## src/common/dcache_pkg.sv

```systemverilog
// shared cache geometry, operation codes and miss-unit states, referenced by scoped name
package dcache_pkg;

  // byte address and line geometry
  localparam int ADDR_W = 32;
  localparam int OFFSET_W = 6;

  // one L2 beat is one data-array word
  localparam int BEAT_W = 64;
  localparam int BEATS = 8;

  localparam int WAYS = 4;

  // load/store queue id
  localparam int ID_W = 4;

  // {size/sign code, write}
  typedef enum logic [3:0] {
    OP_LB  = 4'b0000,
    OP_SB  = 4'b0001,
    OP_LH  = 4'b0010,
    OP_SH  = 4'b0011,
    OP_LW  = 4'b0100,
    OP_SW  = 4'b0101,
    OP_LBU = 4'b1000,
    OP_LHU = 4'b1010
  } mem_op_e;

  // miss handling progress
  typedef enum logic [1:0] {
    FILL_IDLE,
    FILL_RECV,
    FILL_DRAIN
  } fill_state_e;

endpackage

```

## src/dcache/load_format.sv

```systemverilog
// aligns the addressed byte, half or word of a 64-bit beat and extends it for the load op
`timescale 1ns/1ps

module load_format (
  input  dcache_pkg::mem_op_e                 s2_op,
  input  logic [2:0]                          s2_offset,
  input  logic [dcache_pkg::BEAT_W-1:0]       s2_data,
  output logic [31:0]                         rdata
);

  logic [31:0] word;
  logic [31:0] shifted;

  assign word = s2_offset[2] ? s2_data[63:32] : s2_data[31:0];
  assign shifted = word >> {s2_offset[1:0], 3'b000};

  always_comb begin
    case (s2_op)
      dcache_pkg::OP_LB:
        rdata = {{24{shifted[7]}}, shifted[7:0]};
      dcache_pkg::OP_LH:
        rdata = {{16{shifted[15]}}, shifted[15:0]};
      dcache_pkg::OP_LBU:
        rdata = {24'b0, shifted[7:0]};
      dcache_pkg::OP_LHU:
        rdata = {16'b0, shifted[15:0]};
      // word loads are aligned, pass through
      default:
        rdata = shifted;
    endcase
  end

endmodule

```

## config.mk

```make
export PLATFORM = sky130hd
export DESIGN_NAME = load_format
export DESIGN_NICKNAME = d
export VERILOG_FILES = /design/src/common/dcache_pkg.sv /design/src/dcache/load_format.sv
export SDC_FILE = /design/constraint.sdc
export NUM_CORES = 1
export LEC_CHECK = 0
export ABC_AREA = 1
export BUFFER_PORTS_ARGS = -buffer_cell sky130_fd_sc_hd__buf_2
export CAP_MARGIN = 20
export CORE_UTILIZATION = 44
export DETAILED_ROUTE_END_ITERATION = 10
export PLACE_DENSITY_LB_ADDON = 0.08
export SETUP_SLACK_MARGIN = 0.3
export SYNTH_ARGS = -nofsm -noshare
export SYNTH_HDL_FRONTEND = slang
export SYNTH_SLANG_ARGS = --single-unit
export TNS_END_PERCENT = 5
```

## constraint.sdc

```tcl
create_clock -name vclk -period 2.2
set_clock_uncertainty 0.15 [all_clocks]
set_input_delay 0.11 -clock vclk [all_inputs]
set_output_delay 0.11 -clock vclk [all_outputs]
set_load 0.01 [all_outputs]
```

==> results by group <==
Final layout
  – Design Area, Final: between 0.0015 and 0.002 sq mm
  – Multi-input gate area: 0.00105 sq mm
  – Layout Utilization: 65.2%
  – Area delta synth->final: 36.5%
  – Clkbuf count: 0
  – Non-Filler Instances: 366
  – Sequential cells: 0
  – Seq. cell area: 0 sq um
  – Fillers: 292
  – Antenna cells: 0
  – Post-layout net count: 409
  – Layout cell share with drive strength beyond 1: between 30% and 40%

GRT
  – GR Overflow Total: 0
  – Total GRT Usage: 26.6%
  – Largest net degree at the start of global routing: 36
  – Global-route wire length before repair: approximately 6.0 mm
  – Initial antenna violation count: 0
  – Vias in the first global route: 1554

Synthesis
  – Yosys warnings: 0
  – Largest family of logic cells by synthesized area: simple AND/OR/NAND/NOR gates
  – Post-synthesis sequential area ratio: 0%
  – Mux cell area share after synthesis: 0%
  – Yosys cell types: 25
  – Synthesized area: 0.00122 sq mm
  – Post-Synth Adder-Cell Area: 0%
  – Post-Synth Simple-Gate Area: 72.0%
  – Avg Cell Area, Syn: 4.88 sq um
  – Xor/xnor share of the synthesized area: 0%
  – Post-Syn Instances: 249
  – Synth Area in Compound Gates: 14.3%
  – Synthesized Nets: 320

Die
  – Die height: roughly 55 microns
  – Starting density of the core: between 40 and 50%
  – Die area: roughly 0.0030 sq mm
  – Die span in x: 54.6 microns
  – IO Count: ~100
  – Core Region: 0.00254 sq mm
  – Floorplan row count: 18

Pwr
  – PD cells: 225 mW/mm^2
  – Worst vdd ir: 142 uV
  – Sequential Power Share: 0%
  – Logic pwr share: 100.0%
  – Pleak: 1.06 nW
  – Clk pwr share: 0%
  – Sw frac: 57.3%
  – Total chip power: between 0.3 and 0.4 mW
  – P_sw: 0.214 mW
  – Int Pwr: 0.160 mW

Timing
  – Fin. Hold Viols: 0
  – RSZ-0062 raised after global routing: no
  – Max-slew violations: 0
  – Final worst slack: 0.493 ns
  – Final TNS setup: 0 ns
  – Setup violations, final: 0
  – Tcrit/Tclk final: 77.6%
  – Minimum clock period: about 1.7 ns
  – Worst slew margin: 62.1%
  – Worst-Margin Slew: 0.568 ns
  – Max Freq: between 0.5 and 0.6 GHz
  – Final hold slack: 0.514 ns

Drt
  – Iteration-0 DRC Markers: 41
  – Via density: 5.20
  – Vias: between 1500 and 2000
  – Final ANT Viol Nets: 0
  – Total Routed Length: 4.06 mm
  – Remaining DRCs: 0
  – Average wire per standard cell: between 10 and 15 microns
  – First drt pass iteration count: 4

Hold path
  – HP Class: in -> out
  – Hold Path Depth: 6

Worst setup path
  – Critical path capture point type: output port
  – Max FO, Critical Path: 31
  – CP Data Arrival Time: 1.45 ns
  – CP Data Required Time: 1.94 ns
  – Critical path type: in -> out
  – Startpoint types: input port

Placed design
  – Routability-driven placement congestion ratio: 0.854
  – Post-DP HPWL: 3.24 mm
  – Dpl cells: 366
  – Port Buffers: a little over 100
  – Dpl cell area: 0.00166 sq mm
  – Setup slack at placement: 0.442 ns

Flow run
  – Max Cap Violations: 0

Status
  – Status: finished, final reports clean
## kinds of logic (layout without fill, tap and decap cells)
| kind of cell | Yosys count | after routing |
|---|---|---|
| compound gates | 31 | 31 |
| simple gates | 192 | 192 |
| buf+inv | 26 | 113 |
## cell usage in the layout (no fill, tap or decap), types with 2 or more instances in the layout
cell type and n:
nor2_1 11, a21oi_1 7, o211ai_1 3, o21ai_0 16
buf_4 4, o21ai_2 2, inv_1 4, nand3_1 64
nand3_2 6, o21ai_1 2, nand2_2 4, buf_2 103
nand2_1 98, or2_2 2, or2_1 3
## critical path, stage by stage
cell     delay [ns]
buf_2          0.26
inv_6          0.16
nand2_1        0.11
nand3_1        0.07
nand3_1        0.11
nand2_1        0.09
nand2_2        0.26
nand3_1        0.12
buf_2          0.16
## repair_timing
item | 4_1_cts | 5_1_grt
hold buffers | 0 | 0
endpoints found under the setup margin | 0 | 3
resized for setup | 0 | 1
endpoints found under the hold margin | 0 | 0
setup buffers | 0 | 0
## worst paths after layout
path / from / slack (ns) / endpoint
max: s2_offset[2] / 0.49 / rdata[27]
min: s2_data[10] / 0.51 / rdata[2]
## cell type report
| type | instances | area share [%] |
|---|---|---|
| Timing Repair Buffer | 107 | 32.9 |
| Multi-Input combinational cell | 223 | 63.2 |
| Tap cell | 30 | 2.26 |
| Inverter | 6 | 1.66 |
## power by group through the flow
stage	registers, mW	logic (mW)	clock network (mW)
floorplan	0	0.236	0
global placement	0	0.370	0
detailed placement	0	0.372	0
CTS	0	0.374	0
global route	0	0.425	0
finish	0	0.374	0
## synth_stat cells (all sizes together)
cell,n,area [sq um]
nand2,103,404
nand3,70,380
o21ai,20,108
buf,17,130
nor2,12,47.6
a21oi,8,43.8
inv,6,25.0
or2,5,31.3
clkbuf,3,11.3
o211ai,3,22.5
nor3,1,5.00
nor3b,1,7.51
## metal layers
metal | share of wire [%] | vias to the layer above | track usage [%]
li1 | - | 1007 | -
met1 | 41 | 812 | 30.3
met2 | 51 | 86 | 55.7
met3 | 7.4 | 0 | 0.833
met4 | 0 | 0 | 0.855
met5 | 0 | - | 0
No activity file was read; power rests on OpenSTA's default activity.
