`config.mk`:
```
export PLATFORM = sky130hd
export DESIGN_NAME = dcache_miss_unit
export DESIGN_NICKNAME = d
export VERILOG_FILES = /design/src/common/dcache_pkg.sv /design/src/dcache/dcache_miss_unit.sv
export SDC_FILE = /design/constraint.sdc
export NUM_CORES = 1
export LEC_CHECK = 0
export BUFFER_PORTS_ARGS = -buffer_cell sky130_fd_sc_hd__buf_4
export CAP_MARGIN = 15
export CORE_ASPECT_RATIO = 1.25
export CORE_UTILIZATION = 50
export CTS_BUF_LIST = sky130_fd_sc_hd__clkbuf_4 sky130_fd_sc_hd__clkbuf_8
export DETAILED_ROUTE_END_ITERATION = 8
export GPL_TIMING_DRIVEN = 0
export PLACE_DENSITY_LB_ADDON = 0.2
export SLEW_MARGIN = 20
export SYNTH_ARGS = -nofsm -noshare
export SYNTH_HDL_FRONTEND = slang
export SYNTH_SLANG_ARGS = --single-unit
```
`constraint.sdc`:
```
create_clock -name clk -period 12.5 [get_ports clk]
set_input_delay 2.5 -clock clk [delete_from_list [all_inputs] [get_ports clk]]
set_output_delay 2.5 -clock clk [all_outputs]
set_load 0.005 [all_outputs]
```
`src/common/dcache_pkg.sv`:
```
// shared cache geometry, operation codes and miss-unit states, referenced by scoped name
package dcache_pkg;

  // byte address and line geometry
  localparam int ADDR_W = 32;
  localparam int OFFSET_W = 6;

  // one L2 beat is one data-array word
  localparam int BEAT_W = 64;
  localparam int BEATS = 8;

  localparam int WAYS = 4;

  // load/store queue id
  localparam int ID_W = 4;

  // {size/sign code, write}
  typedef enum logic [3:0] {
    OP_LB  = 4'b0000,
    OP_SB  = 4'b0001,
    OP_LH  = 4'b0010,
    OP_SH  = 4'b0011,
    OP_LW  = 4'b0100,
    OP_SW  = 4'b0101,
    OP_LBU = 4'b1000,
    OP_LHU = 4'b1010
  } mem_op_e;

  // miss handling progress
  typedef enum logic [1:0] {
    FILL_IDLE,
    FILL_RECV,
    FILL_DRAIN
  } fill_state_e;

endpackage

```
`src/dcache/dcache_miss_unit.sv`:
```
// single MSHR with an 8-beat read buffer, forwards the missed word and drains the line
`timescale 1ns/1ps

module dcache_miss_unit #(
  parameter int SET_W = 7,
  localparam int LINE_W = dcache_pkg::ADDR_W - dcache_pkg::OFFSET_W,
  localparam int TAG_W = LINE_W - SET_W,
  localparam int WAY_W = $clog2(dcache_pkg::WAYS),
  localparam int BEAT_SEL_W = $clog2(dcache_pkg::BEATS),
  localparam int IDX_W = SET_W + WAY_W + BEAT_SEL_W
) (
  input  logic                              clk,
  input  logic                              rst,
  input  logic                              alloc,
  input  logic [LINE_W-1:0]                 alloc_line_addr,
  input  logic [WAY_W-1:0]                  alloc_way,
  input  dcache_pkg::mem_op_e               alloc_op,
  input  logic [dcache_pkg::OFFSET_W-1:0]   alloc_offset,
  input  logic [dcache_pkg::ID_W-1:0]       alloc_id,
  input  logic                              l2_valid,
  input  logic [dcache_pkg::BEAT_W-1:0]     l2_rdata,
  input  logic                              fill_go,
  output logic                              line_busy,
  output logic [LINE_W-1:0]                 busy_line_addr,
  output logic                              fill_start,
  output logic                              tag_fill,
  output logic [SET_W-1:0]                  fill_set,
  output logic [TAG_W-1:0]                  fill_tag,
  output logic [WAY_W-1:0]                  fill_way,
  output logic                              fwd_valid,
  output dcache_pkg::mem_op_e               fwd_op,
  output logic [2:0]                        fwd_offset,
  output logic [dcache_pkg::ID_W-1:0]       fwd_id,
  output logic [dcache_pkg::BEAT_W-1:0]     fwd_data,
  output logic                              fill_wen,
  output logic [IDX_W-1:0]                  fill_index,
  output logic [dcache_pkg::BEAT_W-1:0]     fill_data
);

  dcache_pkg::fill_state_e state_q;

  // MSHR contents
  logic [LINE_W-1:0] line_q;
  logic [WAY_W-1:0] way_q;
  dcache_pkg::mem_op_e op_q;
  logic [dcache_pkg::OFFSET_W-1:0] offset_q;
  logic [dcache_pkg::ID_W-1:0] id_q;

  // arrived and drained beat counts
  logic [BEAT_SEL_W:0] tail_q, head_q;
  logic [dcache_pkg::BEAT_W-1:0] rbuf [dcache_pkg::BEATS];
  logic beat_in;

  assign line_busy = state_q != dcache_pkg::FILL_IDLE;
  assign busy_line_addr = line_q;
  assign fill_set = line_q[SET_W-1:0];
  assign fill_tag = line_q[LINE_W-1:SET_W];
  assign fill_way = way_q;

  assign beat_in = state_q == dcache_pkg::FILL_RECV && l2_valid;

  // missed load answered from its own beat
  assign fwd_valid = beat_in && tail_q[BEAT_SEL_W-1:0] == offset_q[dcache_pkg::OFFSET_W-1:3];
  assign fwd_op = op_q;
  assign fwd_offset = offset_q[2:0];
  assign fwd_id = id_q;
  assign fwd_data = l2_rdata;

  assign fill_wen = line_busy && head_q != tail_q;
  assign fill_index = {fill_set, way_q, head_q[BEAT_SEL_W-1:0]};
  assign fill_data = rbuf[head_q[BEAT_SEL_W-1:0]];
  assign tag_fill = fill_wen && fill_go && head_q == (BEAT_SEL_W+1)'(dcache_pkg::BEATS - 1);

  always_ff @(posedge clk) begin
    if (rst) begin
      state_q <= dcache_pkg::FILL_IDLE;
      fill_start <= 1'b0;
      tail_q <= '0;
      head_q <= '0;
    end else begin
      fill_start <= alloc;
      case (state_q)
        dcache_pkg::FILL_IDLE: begin
          if (alloc) begin
            state_q <= dcache_pkg::FILL_RECV;
            tail_q <= '0;
            head_q <= '0;
          end
        end
        dcache_pkg::FILL_RECV: begin
          if (l2_valid && tail_q == (BEAT_SEL_W+1)'(dcache_pkg::BEATS - 1))
            state_q <= dcache_pkg::FILL_DRAIN;
        end
        default: begin
          if (tag_fill)
            state_q <= dcache_pkg::FILL_IDLE;
        end
      endcase
      if (beat_in)
        tail_q <= tail_q + 1'b1;
      if (fill_wen && fill_go)
        head_q <= head_q + 1'b1;
    end
  end

  always_ff @(posedge clk) begin
    if (alloc) begin
      line_q <= alloc_line_addr;
      way_q <= alloc_way;
      op_q <= alloc_op;
      offset_q <= alloc_offset;
      id_q <= alloc_id;
    end
    if (beat_in)
      rbuf[tail_q[BEAT_SEL_W-1:0]] <= l2_rdata;
  end

endmodule

```
==> impl_metrics.py <==
metrics = {
    "setup_path": {
        "r2r_end": "rbuf[0][37]",
        "worst-endpoint-arrival_ps": 3420,
        "timing.reg2reg.setup_slack_ps": 9740,
        "crit_path_category": "in2out",
        "path_max_fanout": 7,
        "end_kind": "output port",
        "ff2ff_path_depth": 6,
        "startpoint_type": "input pin",
        "cp.required_ps": 10000,
        "crit-reg2reg-launch": "state_q[0]",
    },
    "route": {
        "vias": 10900,
        "wl_per_cell_um": 21.9,
        "firstDrtPassIters": 5,
        "routed_wl_um": 45300,
        "drc_errors": 0,
        "via_per_inst": 5.29,
        "drt_iter0_drc": 897,
        "ant_nets": 0,
    },
    "die": {
        "rows": 85,
        "die_h_um": 236,
        "coreArea_um2": 43200,
        "die-width_um": 189,
        "boundaryPins": 321,
        "initial_utilization": 0.509,
        "fp.dieArea_um2": 44800,
    },
    "run": {
        "max-cap-violations": 0,
    },
    "sta": {
        "max_clock_skew_ps": 24.5,
        "max_slew.worst_pin.slew_ps": 981,
        "grt_setup_unrepaired": "false",
        "setup_ws_ps": 6580,
        "maxClockFrequency_mhz": 169,
        "setup_viol": 0,
        "hold_violations": 0,
        "slew_viols_final": 0,
        "slew_headroom": 0.346,
        "fin_crit_ps": 5920,
        "period_share": 0.473,
    },
    "place": {
        "detailedPlacementHpwl_um": 30600,
        "global_placer_s_final_weighted_congestion": 0.821,
        "worst_setup_slack_post_dpl_ps": 6600,
        "port_buffers": 320,
        "post-place-cells": 1916,
    },
    "logic_synthesis": {
        "postSynthCellCount": 972,
        "synth.yosys.warnings": 0,
        "syn_nets": 1085,
        "netlist_area_um2": 22000,
        "post_synthesis_register_bit_count": 568,
        "avgSynthCellArea_um2": 22.6,
        "ys_types": 41,
        "synth_sequential_area_ratio": 0.770,
    },
    "grt": {
        "grt-busiest-layer": "met2",
        "global_route.usage.met1": 0.273,
        "first_pass_grt_wire_length_um": 67700,
        "antenna_found_initial": 1,
        "pin_count_of_the_biggest_net_entering_global_routing": 46,
        "via_count_of_the_first_global_routing_pass": 11400,
        "grtUsageMet2": 0.341,
        "grt.total_usage": 0.207,
        "met3_track_utilization_from_global_routing": 0.0457,
        "overflow": 0,
    },
    "min_path": {
        "hold_start": "head_q[3]",
        "worst_hold_path.endpoint": "head_q[3]",
        "min_path_cells": 1,
        "hold_class": "reg2reg",
    },
    "clocking": {
        "clk-insertion-delay-late_ps": 620,
        "cts_hold_repair.buffers": 0,
        "ctsLongestPathBuffers": 3,
        "cts.clk_slew.worst_paths_ps": 60,
        "cts_post_setup_buffers_inserted": 0,
        "post_cts_resized": 0,
        "clock-root-buffer": "sky130_fd_sc_hd__clkbuf_8",
        "cts.htree.levels": 3,
        "tritoncts.num_buffers": 82,
        "cts.sinks": 568,
        "cts_tree": "done",
    },
    "power": {
        "max-vdd-ir-drop_mv": 0.0763,
        "cellPowerDensity_nw_per_um2": 138,
        "power_total_w": 0.00378,
        "seq_power_share": 0.562,
        "p_leak_nw": 9.59,
        "sw_frac_of_total": 0.204,
        "p_int_w": 0.00301,
        "clkPwrFrac": 0.385,
        "p_sw_w": 0.000770,
        "power_frac_comb": 0.053,
    },
    "finish": {
        "final_core_utilization": 0.634,
        "finalNetCount": 1548,
        "layout-drive-gt1-share": 0.560,
        "layout-area-overhead-vs-synth_pct": 24.7,
        "final_cells": 2069,
    },
    "outcome": {
        "run_status": "complete, no violations",
    },
}
==> flip-flops by register name, summed over array words and instances (netlist names), named ones only <==
signal	cells
state_q	2
rbuf	512
head_q	4
fill_way	2
fill_start	1
fwd_op	4
tail_q	4
fwd_id	4
offset_q	6
busy_line_addr	26
==> synth_stat cells <==
master | instances | area (um2)
sky130_fd_sc_hd__edfxtp_1 | 554 | 16600
sky130_fd_sc_hd__mux4_2 | 128 | 2880
sky130_fd_sc_hd__buf_4 | 105 | 788
sky130_fd_sc_hd__mux2_2 | 64 | 721
sky130_fd_sc_hd__clkbuf_1 | 22 | 82.6
sky130_fd_sc_hd__buf_2 | 14 | 70.1
sky130_fd_sc_hd__dfxtp_1 | 14 | 280
sky130_fd_sc_hd__nor2_1 | 13 | 48.8
sky130_fd_sc_hd__xor2_1 | 6 | 52.6
sky130_fd_sc_hd__nand3b_1 | 4 | 30.0
sky130_fd_sc_hd__nor3_1 | 4 | 20.0
sky130_fd_sc_hd__a21oi_1 | 3 | 15.0
sky130_fd_sc_hd__buf_1 | 3 | 11.3
sky130_fd_sc_hd__o21ai_0 | 3 | 15.0
sky130_fd_sc_hd__buf_6 | 2 | 22.5
sky130_fd_sc_hd__ha_1 | 2 | 25.0
sky130_fd_sc_hd__mux2i_1 | 2 | 20.0
sky130_fd_sc_hd__nand3_1 | 2 | 10.0
sky130_fd_sc_hd__nor2b_1 | 2 | 12.5
sky130_fd_sc_hd__nor3b_1 | 2 | 15.0
sky130_fd_sc_hd__nor4_1 | 2 | 12.5
sky130_fd_sc_hd__nor4b_1 | 2 | 17.5
sky130_fd_sc_hd__a22oi_1 | 1 | 7.51
sky130_fd_sc_hd__a311o_1 | 1 | 10.0
sky130_fd_sc_hd__and3b_1 | 1 | 8.76
sky130_fd_sc_hd__inv_1 | 1 | 3.75
sky130_fd_sc_hd__nand2_1 | 1 | 3.75
sky130_fd_sc_hd__nand2b_1 | 1 | 6.26
sky130_fd_sc_hd__nand4_1 | 1 | 6.26
sky130_fd_sc_hd__nand4b_1 | 1 | 8.76
sky130_fd_sc_hd__o21a_1 | 1 | 7.51
sky130_fd_sc_hd__o22ai_1 | 1 | 6.26
sky130_fd_sc_hd__o31ai_1 | 1 | 7.51
sky130_fd_sc_hd__o32ai_1 | 1 | 8.76
sky130_fd_sc_hd__o41a_1 | 1 | 11.3
sky130_fd_sc_hd__o41ai_1 | 1 | 8.76
sky130_fd_sc_hd__o41ai_4 | 1 | 27.5
sky130_fd_sc_hd__or2_2 | 1 | 6.26
sky130_fd_sc_hd__or2b_1 | 1 | 7.51
sky130_fd_sc_hd__or3_1 | 1 | 6.26
sky130_fd_sc_hd__xor2_2 | 1 | 16.3
==> how the worst max path moves through the flow <==
stage / startpoint / to / slack (ps) / depth (start not counted)
floorplan: l2_valid / rbuf[0][0] / 3080 / 2
global placement: l2_valid / rbuf[0][39] / -3500 / 3
detailed placement: l2_valid / fwd_valid / 6600 / 4
global route: l2_valid / fwd_valid / 6450 / 4
finish: l2_valid / fwd_valid / 6580 / 4
CTS: l2_valid / fwd_valid / 6590 / 4
==> power by group through the flow <==
stage | Clock [W] | Combinational, W | Sequential (W)
CTS | 0.00149 | 0.000203 | 0.00213
global placement | 0 | 0.000195 | 0.00217
global route | 0.00157 | 0.000215 | 0.00213
finish | 0.00146 | 0.000199 | 0.00212
floorplan | 0 | 0.0000707 | 0.00217
detailed placement | 0 | 0.000203 | 0.00216
==> per-layer routing <==
layer | vias to the layer above | part of all wire
met1 | 5589 | 0.41
met5 | - | 0
met3 | 54 | 0.064
met2 | 437 | 0.51
li1 | 4855 | -
met4 | 0 | 0.019
==> worst max-delay path, stage by stage <==
cell and delay, ps:
sky130_fd_sc_hd__buf_4 90, sky130_fd_sc_hd__nand3b_1 250, sky130_fd_sc_hd__nor4_1 400, sky130_fd_sc_hd__buf_4 170
==> layout make-up <==
cell class                      instances  area (um2)
Buffer                                146         975
Multi-Input combinational cell        257        4110
Fill cell                            3044       15800
Timing Repair Buffer                  379        3010
Antenna cell                            1        2.50
Clock inverter                         35         228
Inverter                                1        3.75
Clock buffer                          117        1420
Tap cell                              565         707
Sequential cell                       568       16900
==> metrics by stage <==
step	instance area (um2)	TNS (ps)	hold slack (ps)
after global routing	27400	0	554
after global placement	25100	-223350	481
after CTS	27400	0	527
final	27400	0	516
after floorplan	22000	0	467
after detailed placement	25700	0	521
==> cell families (layout without fill, tap and decap cells) <==
| group | Yosys count | after routing | synth area share |
|---|---|---|---|
| AOI/OAI and AO/OA | 15 | 15 | 0.00570 |
| adders and majority gates | 2 | 2 | 0.00114 |
| DFF | 568 | 568 | 0.770 |
| buffers and inverters | 147 | 678 | 0.0446 |
| and+or+nand+nor | 39 | 39 | 0.0100 |
| other | 0 | 1 | 0 |
| muxes | 194 | 194 | 0.165 |
| xor gates and xnor gates | 7 | 7 | 0.00313 |
==> placed cells by master (no fill, tap or decap), types with 16 or more instances in the layout <==
cell type                  count
sky130_fd_sc_hd__mux4_2      128
sky130_fd_sc_hd__clkbuf_4     30
sky130_fd_sc_hd__buf_2        26
sky130_fd_sc_hd__clkbuf_1     22
sky130_fd_sc_hd__buf_6        16
sky130_fd_sc_hd__buf_4       449
sky130_fd_sc_hd__mux2_2       64
sky130_fd_sc_hd__clkbuf_8     87
sky130_fd_sc_hd__edfxtp_1    554
No activity file was read; power rests on OpenSTA's default activity.
