**src/common/dcache_pkg.sv**
```systemverilog
// shared cache geometry, operation codes and miss-unit states, referenced by scoped name
package dcache_pkg;

  // byte address and line geometry
  localparam int ADDR_W = 32;
  localparam int OFFSET_W = 6;

  // one L2 beat is one data-array word
  localparam int BEAT_W = 64;
  localparam int BEATS = 8;

  localparam int WAYS = 4;

  // load/store queue id
  localparam int ID_W = 4;

  // {size/sign code, write}
  typedef enum logic [3:0] {
    OP_LB  = 4'b0000,
    OP_SB  = 4'b0001,
    OP_LH  = 4'b0010,
    OP_SH  = 4'b0011,
    OP_LW  = 4'b0100,
    OP_SW  = 4'b0101,
    OP_LBU = 4'b1000,
    OP_LHU = 4'b1010
  } mem_op_e;

  // miss handling progress
  typedef enum logic [1:0] {
    FILL_IDLE,
    FILL_RECV,
    FILL_DRAIN
  } fill_state_e;

endpackage

```
**src/dcache/dcache_pipeline.sv**
```systemverilog
// request pipeline: stage 0 lookup and hit/miss decision, stage 1 array read, stage 2 response
`timescale 1ns/1ps

module dcache_pipeline #(
  parameter int SET_W = 7,
  localparam int LINE_W = dcache_pkg::ADDR_W - dcache_pkg::OFFSET_W,
  localparam int TAG_W = LINE_W - SET_W,
  localparam int WAY_W = $clog2(dcache_pkg::WAYS),
  localparam int IDX_W = SET_W + WAY_W + $clog2(dcache_pkg::BEATS)
) (
  input  logic                                clk,
  input  logic                                rst,
  input  logic                                lsq_req,
  input  dcache_pkg::mem_op_e                 lsq_op,
  input  logic [dcache_pkg::ADDR_W-1:0]       lsq_addr,
  input  logic [dcache_pkg::ID_W-1:0]         lsq_id,
  input  logic [31:0]                         lsq_wdata,
  input  logic                                l2_ready,
  input  logic [dcache_pkg::WAYS-1:0]         hit_way,
  input  logic [WAY_W-1:0]                    victim_way,
  input  logic                                line_busy,
  input  logic [LINE_W-1:0]                   busy_line_addr,
  input  logic                                fwd_valid,
  input  dcache_pkg::mem_op_e                 fwd_op,
  input  logic [2:0]                          fwd_offset,
  input  logic [dcache_pkg::ID_W-1:0]         fwd_id,
  input  logic [dcache_pkg::BEAT_W-1:0]       fwd_data,
  input  logic                                fill_wen,
  input  logic [IDX_W-1:0]                    fill_index,
  input  logic [dcache_pkg::BEAT_W-1:0]       fill_data,
  input  logic [dcache_pkg::BEAT_W-1:0]       rd_data,
  output logic                                lsq_ready,
  output logic                                l2_req,
  output logic [dcache_pkg::ADDR_W-1:2]       l2_addr,
  output logic                                l2_wen,
  output logic [3:0]                          l2_wmask,
  output logic [31:0]                         l2_wdata,
  output logic [SET_W-1:0]                    lookup_set,
  output logic [TAG_W-1:0]                    lookup_tag,
  output logic                                lru_touch,
  output logic [WAY_W-1:0]                    lru_way,
  output logic                                alloc,
  output logic [LINE_W-1:0]                   alloc_line_addr,
  output logic [WAY_W-1:0]                    alloc_way,
  output dcache_pkg::mem_op_e                 alloc_op,
  output logic [dcache_pkg::OFFSET_W-1:0]     alloc_offset,
  output logic [dcache_pkg::ID_W-1:0]         alloc_id,
  output logic                                fill_go,
  output logic                                rd_en,
  output logic [IDX_W-1:0]                    rd_index,
  output logic                                wr_en,
  output logic [IDX_W-1:0]                    wr_index,
  output logic [dcache_pkg::BEAT_W/8-1:0]     wr_mask,
  output logic [dcache_pkg::BEAT_W-1:0]       wr_data,
  output logic                                s2_valid,
  output dcache_pkg::mem_op_e                 s2_op,
  output logic [2:0]                          s2_offset,
  output logic [dcache_pkg::ID_W-1:0]         s2_id,
  output logic [dcache_pkg::BEAT_W-1:0]       s2_data
);

  logic s0_valid;
  dcache_pkg::mem_op_e s0_op;
  logic [dcache_pkg::ADDR_W-1:0] s0_addr;
  logic [dcache_pkg::ID_W-1:0] s0_id;
  logic [31:0] s0_wdata;

  logic s0_write, s0_hit, line_match, load_hit, load_miss, store, store_wr;
  logic s0_stall, s1_stall;
  logic [WAY_W-1:0] hit_idx;
  logic [3:0] wmask;

  // stage 1 issue and read-return registers
  logic s1_valid, s1r_valid;
  logic [IDX_W-1:0] s1_index;
  dcache_pkg::mem_op_e s1_op, s1r_op;
  logic [2:0] s1_offset, s1r_offset;
  logic [dcache_pkg::ID_W-1:0] s1_id, s1r_id;

  assign s0_write = s0_op[0];
  assign lookup_set = s0_addr[dcache_pkg::OFFSET_W +: SET_W];
  assign lookup_tag = s0_addr[dcache_pkg::ADDR_W-1 -: TAG_W];
  assign s0_hit = |hit_way;

  always_comb begin
    hit_idx = '0;
    for (int w = 0; w < dcache_pkg::WAYS; w++) begin
      if (hit_way[w])
        hit_idx = WAY_W'(w);
    end
  end

  // anything touching the line under fill waits for it
  assign line_match = line_busy && busy_line_addr == s0_addr[dcache_pkg::ADDR_W-1:dcache_pkg::OFFSET_W];
  assign load_hit = s0_valid & ~s0_write & ~line_match & s0_hit;
  assign load_miss = s0_valid & ~s0_write & ~line_match & ~s0_hit;
  assign store = s0_valid & s0_write & ~line_match;
  assign store_wr = store & s0_hit & l2_ready;

  assign s1_stall = fwd_valid & s1r_valid;
  assign s0_stall = s0_valid & (line_match | (s0_write & ~l2_ready) |
                    (load_miss & (line_busy | ~l2_ready)) | (load_hit & s1_stall));
  assign lsq_ready = ~s0_stall;

  always_ff @(posedge clk) begin
    if (rst)
      s0_valid <= 1'b0;
    else if (!s0_stall)
      s0_valid <= lsq_req;
  end

  always_ff @(posedge clk) begin
    if (!s0_stall && lsq_req) begin
      s0_op <= lsq_op;
      s0_addr <= lsq_addr;
      s0_id <= lsq_id;
      s0_wdata <= lsq_wdata;
    end
  end

  // L2 request, reads are line aligned
  assign l2_req = store | (load_miss & ~line_busy);
  assign l2_wen = s0_write;
  assign l2_addr = s0_write ? s0_addr[dcache_pkg::ADDR_W-1:2] :
                   {s0_addr[dcache_pkg::ADDR_W-1:dcache_pkg::OFFSET_W], 4'b0000};

  always_comb begin
    case (s0_op[2:1])
      2'b00: begin
        wmask = 4'b0001 << s0_addr[1:0];
        l2_wdata = {4{s0_wdata[7:0]}};
      end
      2'b01: begin
        wmask = s0_addr[1] ? 4'b1100 : 4'b0011;
        l2_wdata = {2{s0_wdata[15:0]}};
      end
      default: begin
        wmask = 4'b1111;
        l2_wdata = s0_wdata;
      end
    endcase
  end
  assign l2_wmask = wmask;

  assign alloc = load_miss & ~line_busy & l2_ready;
  assign alloc_line_addr = s0_addr[dcache_pkg::ADDR_W-1:dcache_pkg::OFFSET_W];
  assign alloc_way = victim_way;
  assign alloc_op = s0_op;
  assign alloc_offset = s0_addr[dcache_pkg::OFFSET_W-1:0];
  assign alloc_id = s0_id;

  assign lru_touch = (s0_valid & ~line_match & s0_hit & ~s0_stall) | alloc;
  assign lru_way = s0_hit ? hit_idx : victim_way;

  // store hit owns the write port, fill waits
  assign fill_go = ~store_wr;
  assign wr_en = store_wr | fill_wen;
  assign wr_index = store_wr ? {lookup_set, hit_idx, s0_addr[5:3]} : fill_index;
  assign wr_mask = store_wr ? (s0_addr[2] ? {wmask, 4'b0000} : {4'b0000, wmask}) : '1;
  assign wr_data = store_wr ? {2{l2_wdata}} : fill_data;

  always_ff @(posedge clk) begin
    if (rst) begin
      s1_valid <= 1'b0;
      s1r_valid <= 1'b0;
    end else if (!s1_stall) begin
      s1_valid <= load_hit;
      s1r_valid <= s1_valid;
    end
  end

  always_ff @(posedge clk) begin
    if (!s1_stall) begin
      s1_index <= {lookup_set, hit_idx, s0_addr[5:3]};
      s1_op <= s0_op;
      s1_offset <= s0_addr[2:0];
      s1_id <= s0_id;
      s1r_op <= s1_op;
      s1r_offset <= s1_offset;
      s1r_id <= s1_id;
    end
  end

  // read held while stage 1 is stalled
  assign rd_en = s1_valid & ~s1_stall;
  assign rd_index = s1_index;

  always_ff @(posedge clk) begin
    if (rst)
      s2_valid <= 1'b0;
    else
      s2_valid <= fwd_valid | s1r_valid;
  end

  // forwarded beat has priority
  always_ff @(posedge clk) begin
    if (fwd_valid) begin
      s2_op <= fwd_op;
      s2_offset <= fwd_offset;
      s2_id <= fwd_id;
      s2_data <= fwd_data;
    end else begin
      s2_op <= s1r_op;
      s2_offset <= s1r_offset;
      s2_id <= s1r_id;
      s2_data <= rd_data;
    end
  end

endmodule

```
**config.mk**
```make
export PLATFORM = sky130hd
export DESIGN_NAME = dcache_pipeline
export DESIGN_NICKNAME = d
export VERILOG_FILES = /design/src/common/dcache_pkg.sv /design/src/dcache/dcache_pipeline.sv
export SDC_FILE = /design/constraint.sdc
export NUM_CORES = 1
export LEC_CHECK = 0
export BUFFER_PORTS_ARGS = -buffer_cell sky130_fd_sc_hd__buf_2
export CAP_MARGIN = 20
export CORE_AREA = 10 10 238 240
export CTS_BUF_LIST = sky130_fd_sc_hd__clkbuf_4 sky130_fd_sc_hd__clkbuf_8 sky130_fd_sc_hd__clkbuf_16
export CTS_CLUSTER_DIAMETER = 120
export CTS_CLUSTER_SIZE = 30
export DETAILED_ROUTE_END_ITERATION = 10
export DIE_AREA = 0 0 248 250
export SLEW_MARGIN = 10
export SYNTH_ARGS = -nofsm -noshare
export SYNTH_HDL_FRONTEND = slang
export SYNTH_SLANG_ARGS = --single-unit
```
**constraint.sdc**
```tcl
create_clock -name clk -period 8 [get_ports clk]
set_input_delay 0.4 -clock clk [delete_from_list [all_inputs] [get_ports clk]]
set_output_delay 0.4 -clock clk [all_outputs]
set_load 0.01 [all_outputs]
```
==> impl_metrics.py, run 1 <==
metrics = {
    "run_status": {
        "status": "completed",
    },
    "worst_setup_path": {
        "cp_max_fo": 77,
        "crit_arrival_ps": 4240,
        "critPathLaunchType": "register",
        "cp.required_ps": 7600,
        "r2r-end": "s0_addr[0]",
        "cp-startpoint": "s0_addr[12]",
        "r2r_start": "s0_addr[12]",
        "ff2ff_path_depth": 7,
        "rrSetupSlack_ps": 4840,
        "cp-end-kind": "output pin",
        "worstSetupPathType": "register to output pin",
    },
    "flow_run": {
        "maxCapViolCount": 0,
    },
    "drt": {
        "antenna_left": 0,
        "vias_per_cell": 3.72,
        "wire_per_inst_um": 19.8,
        "drtIter0Drc": 226,
        "vias": 6844,
        "first_pass_iters": 4,
        "drc": 0,
        "routed_wl_um": 36400,
    },
    "timing": {
        "max_freq_mhz": 216,
        "setup_viol": 0,
        "finalWorstPathRequiredPeriod_ps": 4640,
        "setup_tns_ps": 0,
        "slew_violations": 0,
        "rsz0062_at_grt": "no",
        "setup_slack_ps": 3360,
        "max_slew_margin_pct": 33.2,
        "fin_skew_ps": 15.0,
        "timing.final.crit_share_pct": 58.0,
        "tightestPinTransition_ps": 999,
        "hold_viol": 0,
    },
    "global_routing": {
        "grt_pass1_wl_um": 49800,
        "grt_overflow_total": 0,
        "antenna_found_initial": 9,
        "grt_use_total_pct": 11.1,
        "grt_max_degree": 78,
        "grt_pass1_vias": 7538,
    },
    "worst_hold_path": {
        "holdPathEnd": "s0_addr[11]",
        "holdCritPathClass": "input port to register",
        "hp-start": "lsq_addr[11]",
        "hold_depth": 1,
    },
    "power_and_ir_drop": {
        "leakagePower_uw": 0.00556,
        "ir_drop_mv": 0.144,
        "power_density_nw_per_um2": 204,
    },
    "synthesis": {
        "synth_seq_cells": 185,
        "synth_warnings": 0,
        "yosysSeqAreaShare_pct": 59.1,
        "synth_area_um2": 8060,
        "yosys-top-cells-count": "mux2_2, edfxtp_1, dfxtp_1",
        "synth.top_cell.area_share_pct": 39.5,
        "syn_avg_cell_area_um2": 14.4,
        "yosysMostFrequentCell": "mux2_2",
        "synth_largest_area_cell": "edfxtp_1",
        "syn_nets": 885,
        "ys.flop_type": "edfxtp_1",
        "ys_types": 39,
        "synthTopCellsByArea": "edfxtp_1, dfxtp_1, mux2_2, buf_4, mux2_1",
        "synth_edf_count": 106,
        "synth-async-reset-ratio_pct": 0,
        "synthCells": 559,
    },
    "floorplanning": {
        "fp.dieArea_um2": 62000,
        "fp-row-count": 84,
        "io_pins": 642,
        "dieHeight_um": 250,
        "start_util_pct": 15.5,
        "core_um2": 52000,
        "die_width_um": 248,
    },
    "clocking": {
        "ctsResizeCount": 0,
        "cts_tree": "done",
        "htree_levels": 4,
        "cts_inserted_buffers": 17,
        "cts.reportedPaths.clkPinSlew_ps": 80,
        "postCtsSetupRepairBufs": 0,
        "cts_buffer_depth": 2,
        "clock-sinks": 185,
        "ctsHoldBuffers": 0,
        "clock_latency_ps": 480,
        "cts_root_buf": "clkbuf_16",
    },
    "layout": {
        "diodes": 0,
        "drive_above_1_share_pct": 71.4,
        "final_nets": 1465,
        "stdcell_area_um2": 12200,
        "synthToLayoutAreaGrowth_pct": 51.4,
    },
    "place": {
        "dpl.hpwl_um": 30500,
        "place_ws_ps": 3780,
        "place.gp.congestion": 0.874,
        "port_buffers": 641,
        "placed_cell_area_um2": 11600,
    },
}
layout make-up:
cell class                      instances  area [µm²]
Tap cell                              688         861
Sequential cell                       185        4760
Clock inverter                         14         145
Multi-Input combinational cell        282        2700
Fill cell                            5551       39800
Inverter                                5        18.8
Clock buffer                           18         439
Timing Repair Buffer                  648        3280
critical path: stages (launching register included):
cell and delay [ps]:
edfxtp_1 570, xnor2_1 310, nand4_1 210, or4_4 560
o311ai_4 610, buf_4 770, mux2_2 470, buf_2 160
placed cells by master, fill, tap and decap left out, drive strengths merged, types with 2 or more instances in the layout:
cell type    n
a21o        13
a21oi        3
and2         4
buf        648
clkbuf      18
clkinv       2
clkinvlp     2
dfxtp       79
edfxtp     106
inv         15
mux2       167
mux2i        8
nand2       12
nand2b       3
nand3        2
nand4        4
nor2        10
nor4         3
o21ai        9
o21bai       3
or4          2
xnor2       18
xor2         8
kinds of logic after synthesis:
group / Yosys count / synth area share [%]
buffers and inverters: 92 / 7.62
AOI/OAI and AO/OA: 34 / 3.06
DFF: 185 / 59.1
xor gates and xnor gates: 26 / 2.82
muxes: 175 / 24.3
and+or+nand+nor: 47 / 3.10
worst max-delay path by stage:
| stage | endpoint | slack, ps | cells after the start |
|---|---|---|---|
| finish | wr_data[8] | 3360 | 7 |
| global route | wr_data[8] | 3110 | 7 |
| CTS | wr_data[8] | 3210 | 7 |
| detailed placement | wr_data[8] | 3780 | 7 |
| global placement | wr_data[8] | 3830 | 7 |
| floorplan | alloc_id[0] | 2130 | 5 |
through the flow:
stage          std cells  hold slack (ps)  power, µW  utilization (%)
2_1_floorplan        559              400       1400                -
3_3_place_gp        1807              401       1650             22.3
3_5_place_dp        1807              406       1660             22.3
4_1_cts             1839             26.1       2550             23.4
5_1_grt             1840             33.7       2620             23.5
6_report            1840             86.7       2490             23.5
state kept, by name (all words and copies together), names as in the netlist:
register	count
s1r_valid	1
s0_wdata	32
s1_offset	3
s1r_op	4
s1_id	4
s2_data	64
alloc_id	4
s1_op	4
s0_addr	32
s1r_id	4
s2_id	4
s2_op	4
s1r_offset	3
s0_valid	1
alloc_op	4
rd_index	12
s2_offset	3
s1_valid	1
s2_valid	1
metal layers:
| layer | track usage [%] | vias up | wire length (µm) |
|---|---|---|---|
| li1 | - | 3133 | - |
| met1 | 11.4 | 3225 | 13500 |
| met2 | 19.5 | 435 | 18300 |
| met3 | 5.13 | 43 | 3900 |
| met4 | 3.66 | 8 | 634 |
| met5 | 0 | - | 42 |
where the power goes:
part	leakage, µW	internal [µW]	total, µW	switching [µW]
Combinational	0.00355	222	471	248
Sequential	0.00174	1100	1150	54.3
Clock	0.000282	426	871	445
Total	0.00556	1740	2490	747
(Power assumes the default switching activity.)
==> run 2, diff against run 1 <==
- clock period: 8 -> 3.94 ns (I/O delays scaled with it)
==> run 2 against run 1 <==
Global-route usage grew 0.75 points. Sequential power grew 100%. Sequential share of layout area shrank 6.0 points. Cell area grew 18%. Worst setup slack lost 3000 ps. Clock skew shrank 1.8 ps. Cell count grew 12%. Die area is the same. Critical path depth is the same. Register-to-register slack lost 3600 ps. First-iteration DRC count grew 1.8%.
==> impl_metrics.py, run 2 (synthesized netlist as in run 1, its figures left out) <==
metrics = {
    "worst_setup_path": {
        "r2r_start": "s0_addr[10]",
        "critPathLaunchType": "register",
        "cp-end-kind": "output pin",
        "r2r-end": "s0_addr[0]",
        "cp.required_ps": 3740,
        "rrSetupSlack_ps": 1230,
        "crit_arrival_ps": 3370,
        "ff2ff_path_depth": 7,
        "worstSetupPathType": "register to output pin",
        "cp_max_fo": 82,
    },
    "floorplanning": {
        "start_util_pct": 15.5,
        "dieHeight_um": 250,
        "fp.dieArea_um2": 62000,
        "core_um2": 52000,
        "fp-row-count": 84,
        "io_pins": 642,
        "die_width_um": 248,
    },
    "worst_hold_path": {
        "hp-start": "hit_way[3]",
        "holdPathEnd": "rd_index[4]",
        "hold_depth": 2,
        "holdCritPathClass": "input port to register",
    },
    "layout": {
        "synthToLayoutAreaGrowth_pct": 79.0,
        "drive_above_1_share_pct": 60.2,
        "layout_commonest_cell": "buf_2",
        "regMostFlops": "s2_data",
        "final_cell_mix": "buf_2, dlygate4sd3_1, mux2_2",
        "reg_top3": "s2_data: 64 flops, s0_addr: 32 flops, s0_wdata: 32 flops",
        "layoutNonFillerInstCount": 2057,
        "final_nets": 1679,
        "stdcell_area_um2": 14400,
        "largest_reg_flops": 64,
    },
    "flow_run": {
        "maxCapViolCount": 0,
    },
    "place": {
        "place_ws_ps": 859,
        "dpl.hpwl_um": 29100,
        "place.gp.congestion": 0.871,
        "placed_cell_area_um2": 11600,
        "dpl.cell_count": 1809,
        "port_buffers": 641,
    },
    "timing": {
        "hold_viol": 0,
        "max_slew_margin_pct": 39.1,
        "rsz0062_at_grt": "no",
        "setup_viol": 0,
        "setup_slack_ps": 377,
        "slew_violations": 0,
        "fin_skew_ps": 13.2,
        "setup_tns_ps": 0,
        "timing.final.crit_share_pct": 90.4,
        "tightestPinTransition_ps": 911,
        "holdWs_ps": 83.9,
        "max_freq_mhz": 281,
        "finalWorstPathRequiredPeriod_ps": 3560,
    },
    "clocking": {
        "cts_tree": "done",
        "htree_levels": 4,
        "cts_inserted_buffers": 17,
        "cts_root_buf": "clkbuf_16",
        "clock_latency_ps": 470,
        "clock-sinks": 185,
        "cts_buffer_depth": 2,
        "cts.reportedPaths.clkPinSlew_ps": 80,
    },
    "drt": {
        "wire_per_inst_um": 18.6,
        "vias": 7647,
        "first_pass_iters": 4,
        "routed_wl_um": 38200,
        "drtIter0Drc": 230,
        "antenna_left": 0,
        "vias_per_cell": 3.72,
        "drc": 0,
    },
    "power_and_ir_drop": {
        "seq_power_share_pct": 43.2,
        "leakagePower_uw": 0.00650,
        "combPwrFrac_pct": 21.3,
        "p_int_uw": 3900,
        "switching_share_pct": 27.8,
        "power_density_nw_per_um2": 374,
        "p_clk_share_pct": 35.5,
        "ir_drop_mv": 0.274,
        "switchingPower_uw": 1500,
    },
    "global_routing": {
        "antenna_found_initial": 11,
        "grt_pass1_vias": 8787,
        "grt_overflow_total": 0,
        "grt_max_degree": 83,
        "grt_use_total_pct": 11.9,
        "grt_pass1_wl_um": 54800,
    },
    "run_status": {
        "status": "completed",
    },
}
==> run 2: cell types whose count changed in the layout (fill, tap and decap cells not counted), sizes merged <==
cell         previous run  this run
buf                   648       649
bufinv                  0         3
clkinv                  2         4
clkinvlp                2         0
diode                   0         3
dlygate4sd3             0       213
inv                    15        12
==> run 2: how the worst max path moves through the flow <==
stage	depth (start not counted)	to	startpoint
finish	7	wr_data[15]	s0_addr[10]
global route	7	wr_data[7]	s0_addr[10]
CTS	7	wr_data[5]	s0_addr[10]
detailed placement	7	wr_data[31]	s0_addr[10]
global placement	7	wr_data[14]	s0_addr[10]
floorplan	5	alloc_id[0]	fwd_valid
==> run 2: metrics by stage <==
stage                     total power [µW]  util (%)
final                                 5400      27.7
after global routing                  5670      27.7
after CTS                             5500      27.7
after detailed placement              3350      22.4
after global placement                3330      22.4
after floorplan                       2840         -
==> run 2: final cells by class <==
cell class	count	area [µm²]
clock buffer	18	450
clock inverter	14	200
fill	5289	37600
multi-input combinational	282	2700
antenna	3	7.51
tap	688	861
sequential	185	4760
timing repair buffer	862	5430
inverter	5	18.8
==> run 2: power by group through the flow <==
| stage | Sequential, µW | Combinational (µW) | Clock [µW] |
|---|---|---|---|
| 6_report | 2330 | 1150 | 1920 |
| 5_1_grt | 2350 | 1250 | 2080 |
| 4_1_cts | 2330 | 1160 | 2010 |
| 3_5_place_dp | 2380 | 970 | 0 |
| 3_3_place_gp | 2370 | 964 | 0 |
| 2_1_floorplan | 2390 | 443 | 0 |
==> run 2: repair_timing <==
action | CTS | global route
setup buffers | 0 | 0
hold endpoints to repair | 151 | 0
hold buffers | 213 | 0
gates resized for setup | 0 | 0
==> run 2: critical path: stages, from the launching register on <==
cell and delay (ps):
edfxtp_1 550, xnor2_1 220, nand4_1 200, or4_4 560
o311ai_4 350, buf_12 320, mux2_2 400, buf_2 140
==> run 2: per-layer routing <==
metal	wire, µm	vias to the layer above	track usage, %
met5	13	-	0
met4	961	2	4.44
met3	3970	49	5.34
met2	19300	418	20.9
met1	13900	3611	12.0
li1	-	3567	-
==> run 3, diff against run 2 <==
- CORE_AREA: 10 10 238 240 -> 10 10 245 247
- DIE_AREA: 0 0 248 250 -> 0 0 255 257
- HOLD_SLACK_MARGIN: default -> 0.03
==> run 3 against run 2 <==
Combinational power about the same. Non-clock buffer count increased by 9. Critical path depth unchanged. Clock power shrank 10%. Via count increased by 1.0%. Power decreased by 3.3%. Clock-buffer cell count did not move. Wire length is 5.3% higher. Utilization shrank 1.4 points. Sequential cell count unchanged. Critical endpoint is now wr_data[41]. Largest cell class unchanged.
==> impl_metrics.py, run 3 (synthesized netlist as in run 1, its figures left out) <==
metrics = {
    "layout": {
        "fillers": 5694,
        "drive_above_1_share_pct": 60.4,
        "largest_reg_flops": 64,
        "regArea_um2": 4760,
        "regMostFlops": "s2_data",
        "final_cell_mix": "buf_2, dlygate4sd3_1, mux2_2",
        "final_nets": 1688,
        "final_util_pct": 26.3,
        "layoutNonFillerInstCount": 2084,
        "layout_commonest_cell": "buf_2",
        "synthToLayoutAreaGrowth_pct": 79.2,
        "multi_input_comb_area_um2": 2700,
        "reg_top3": "s2_data: 64 flops, s0_addr: 32 flops, s0_wdata: 32 flops",
    },
    "worst_setup_path": {
        "cp_slowest_stage_delay_ps": 550,
        "cp.required_ps": 3740,
        "rrSetupSlack_ps": 1290,
        "worstPathCellList": "xnor2_1, nand4_1, or4_4, o311ai_4, buf_12, mux2_1, buf_2",
        "critPathLaunchType": "register",
        "r2r-end": "s0_addr[0]",
        "worstSetupPathType": "register to output pin",
        "ff2ff_path_depth": 7,
        "cp_max_fo": 86,
        "crit_path_top_delay_cell": "or4_4",
        "path_buf_inv": 2,
        "crit_arrival_ps": 3350,
        "crit_family": "simple AND/OR/NAND/NOR gates",
        "cp-end-kind": "output pin",
        "r2r_start": "s0_addr[10]",
    },
    "clocking": {
        "htree_levels": 4,
        "cts_inserted_buffers": 17,
        "cts_buffer_depth": 2,
        "ctsResizeCount": 0,
        "cts_tree": "done",
        "cts.reportedPaths.clkPinSlew_ps": 80,
        "postCtsSetupRepairBufs": 0,
        "clock_latency_ps": 480,
        "clock-sinks": 185,
        "cts_root_buf": "clkbuf_16",
        "ctsHoldBuffers": 215,
    },
    "floorplanning": {
        "fp-row-count": 86,
        "core_um2": 54900,
        "die_width_um": 255,
        "fp.dieArea_um2": 65500,
        "start_util_pct": 14.7,
        "dieHeight_um": 257,
        "io_pins": 642,
    },
    "global_routing": {
        "grt_pass1_wl_um": 57200,
        "grt_use_total_pct": 11.8,
        "antenna_found_initial": 11,
        "grt_pass1_vias": 8834,
        "grt_overflow_total": 0,
        "grt_max_degree": 87,
    },
    "run_status": {
        "status": "completed",
    },
    "place": {
        "dpl.cell_count": 1832,
        "port_buffers": 641,
        "dpl.hpwl_um": 31600,
        "place.gp.congestion": 0.909,
    },
    "drt": {
        "vias": 7727,
        "drc": 0,
        "antenna_left": 0,
        "drtIter0Drc": 302,
        "first_pass_iters": 4,
        "wire_per_inst_um": 19.3,
        "routed_wl_um": 40200,
        "vias_per_cell": 3.71,
    },
    "worst_hold_path": {
        "holdCritPathClass": "input port to register",
        "hold_depth": 2,
        "holdPathEnd": "rd_index[3]",
        "hp-start": "hit_way[1]",
    },
    "timing": {
        "max_freq_mhz": 282,
        "max_slew_margin_pct": 55.3,
        "setup_tns_ps": 0,
        "hold_viol": 0,
        "setup_viol": 0,
        "tightestPinTransition_ps": 668,
        "fin_skew_ps": 12.1,
        "slew_violations": 0,
        "timing.final.crit_share_pct": 90.1,
        "rsz0062_at_grt": "no",
        "finalWorstPathRequiredPeriod_ps": 3550,
    },
    "flow_run": {
        "maxCapViolCount": 0,
    },
    "power_and_ir_drop": {
        "ir_drop_mv": 0.305,
        "leakagePower_uw": 0.00651,
        "power_density_nw_per_um2": 362,
    },
}
## run 3: worst max-delay path by stage
stage                   to         from  cells past startpoint
2_1_floorplan  alloc_id[0]    fwd_valid                      5
3_3_place_gp   wr_data[41]  s0_addr[10]                      7
3_5_place_dp   wr_data[41]  s0_addr[10]                      7
4_1_cts        wr_data[41]  s0_addr[10]                      7
5_1_grt        wr_data[41]  s0_addr[10]                      7
6_report       wr_data[41]  s0_addr[10]                      7
## run 3: final cells by class
class | instances | area share (%)
multi-input combinational | 282 | 18.7
sequential | 185 | 33.0
tap | 704 | 6.10
clock buffer | 18 | 3.04
antenna | 5 | 0.0866
timing repair buffer | 871 | 38.1
inverter | 5 | 0.130
clock inverter | 14 | 0.909
## run 3: metrics by stage
step / power [µW] / setup WS (ps) / hold WS, ps / instance area (µm²)
floorplan: 2840 / 672 / 269 / 8080
global placement: 3360 / 931 / 374 / 11700
detailed placement: 3370 / 897 / 375 / 11700
CTS: 5340 / 333 / 129 / 14400
global route: 5510 / 243 / 161 / 14400
finish: 5220 / 391 / 172 / 14400
## run 3: layer usage
layer / track usage (%) / up-vias / share of wire, %
li1: - / 3586 / -
met1: 12.0 / 3611 / 37
met2: 20.9 / 451 / 50
met3: 5.21 / 75 / 10
met4: 4.53 / 4 / 3.0
met5: 0 / - / 0.067
## run 3: power breakdown
| group | switching (µW) | internal [µW] |
|---|---|---|
| combinational | 556 | 623 |
| sequential | 105 | 2220 |
| clock | 865 | 852 |
| total | 1530 | 3700 |
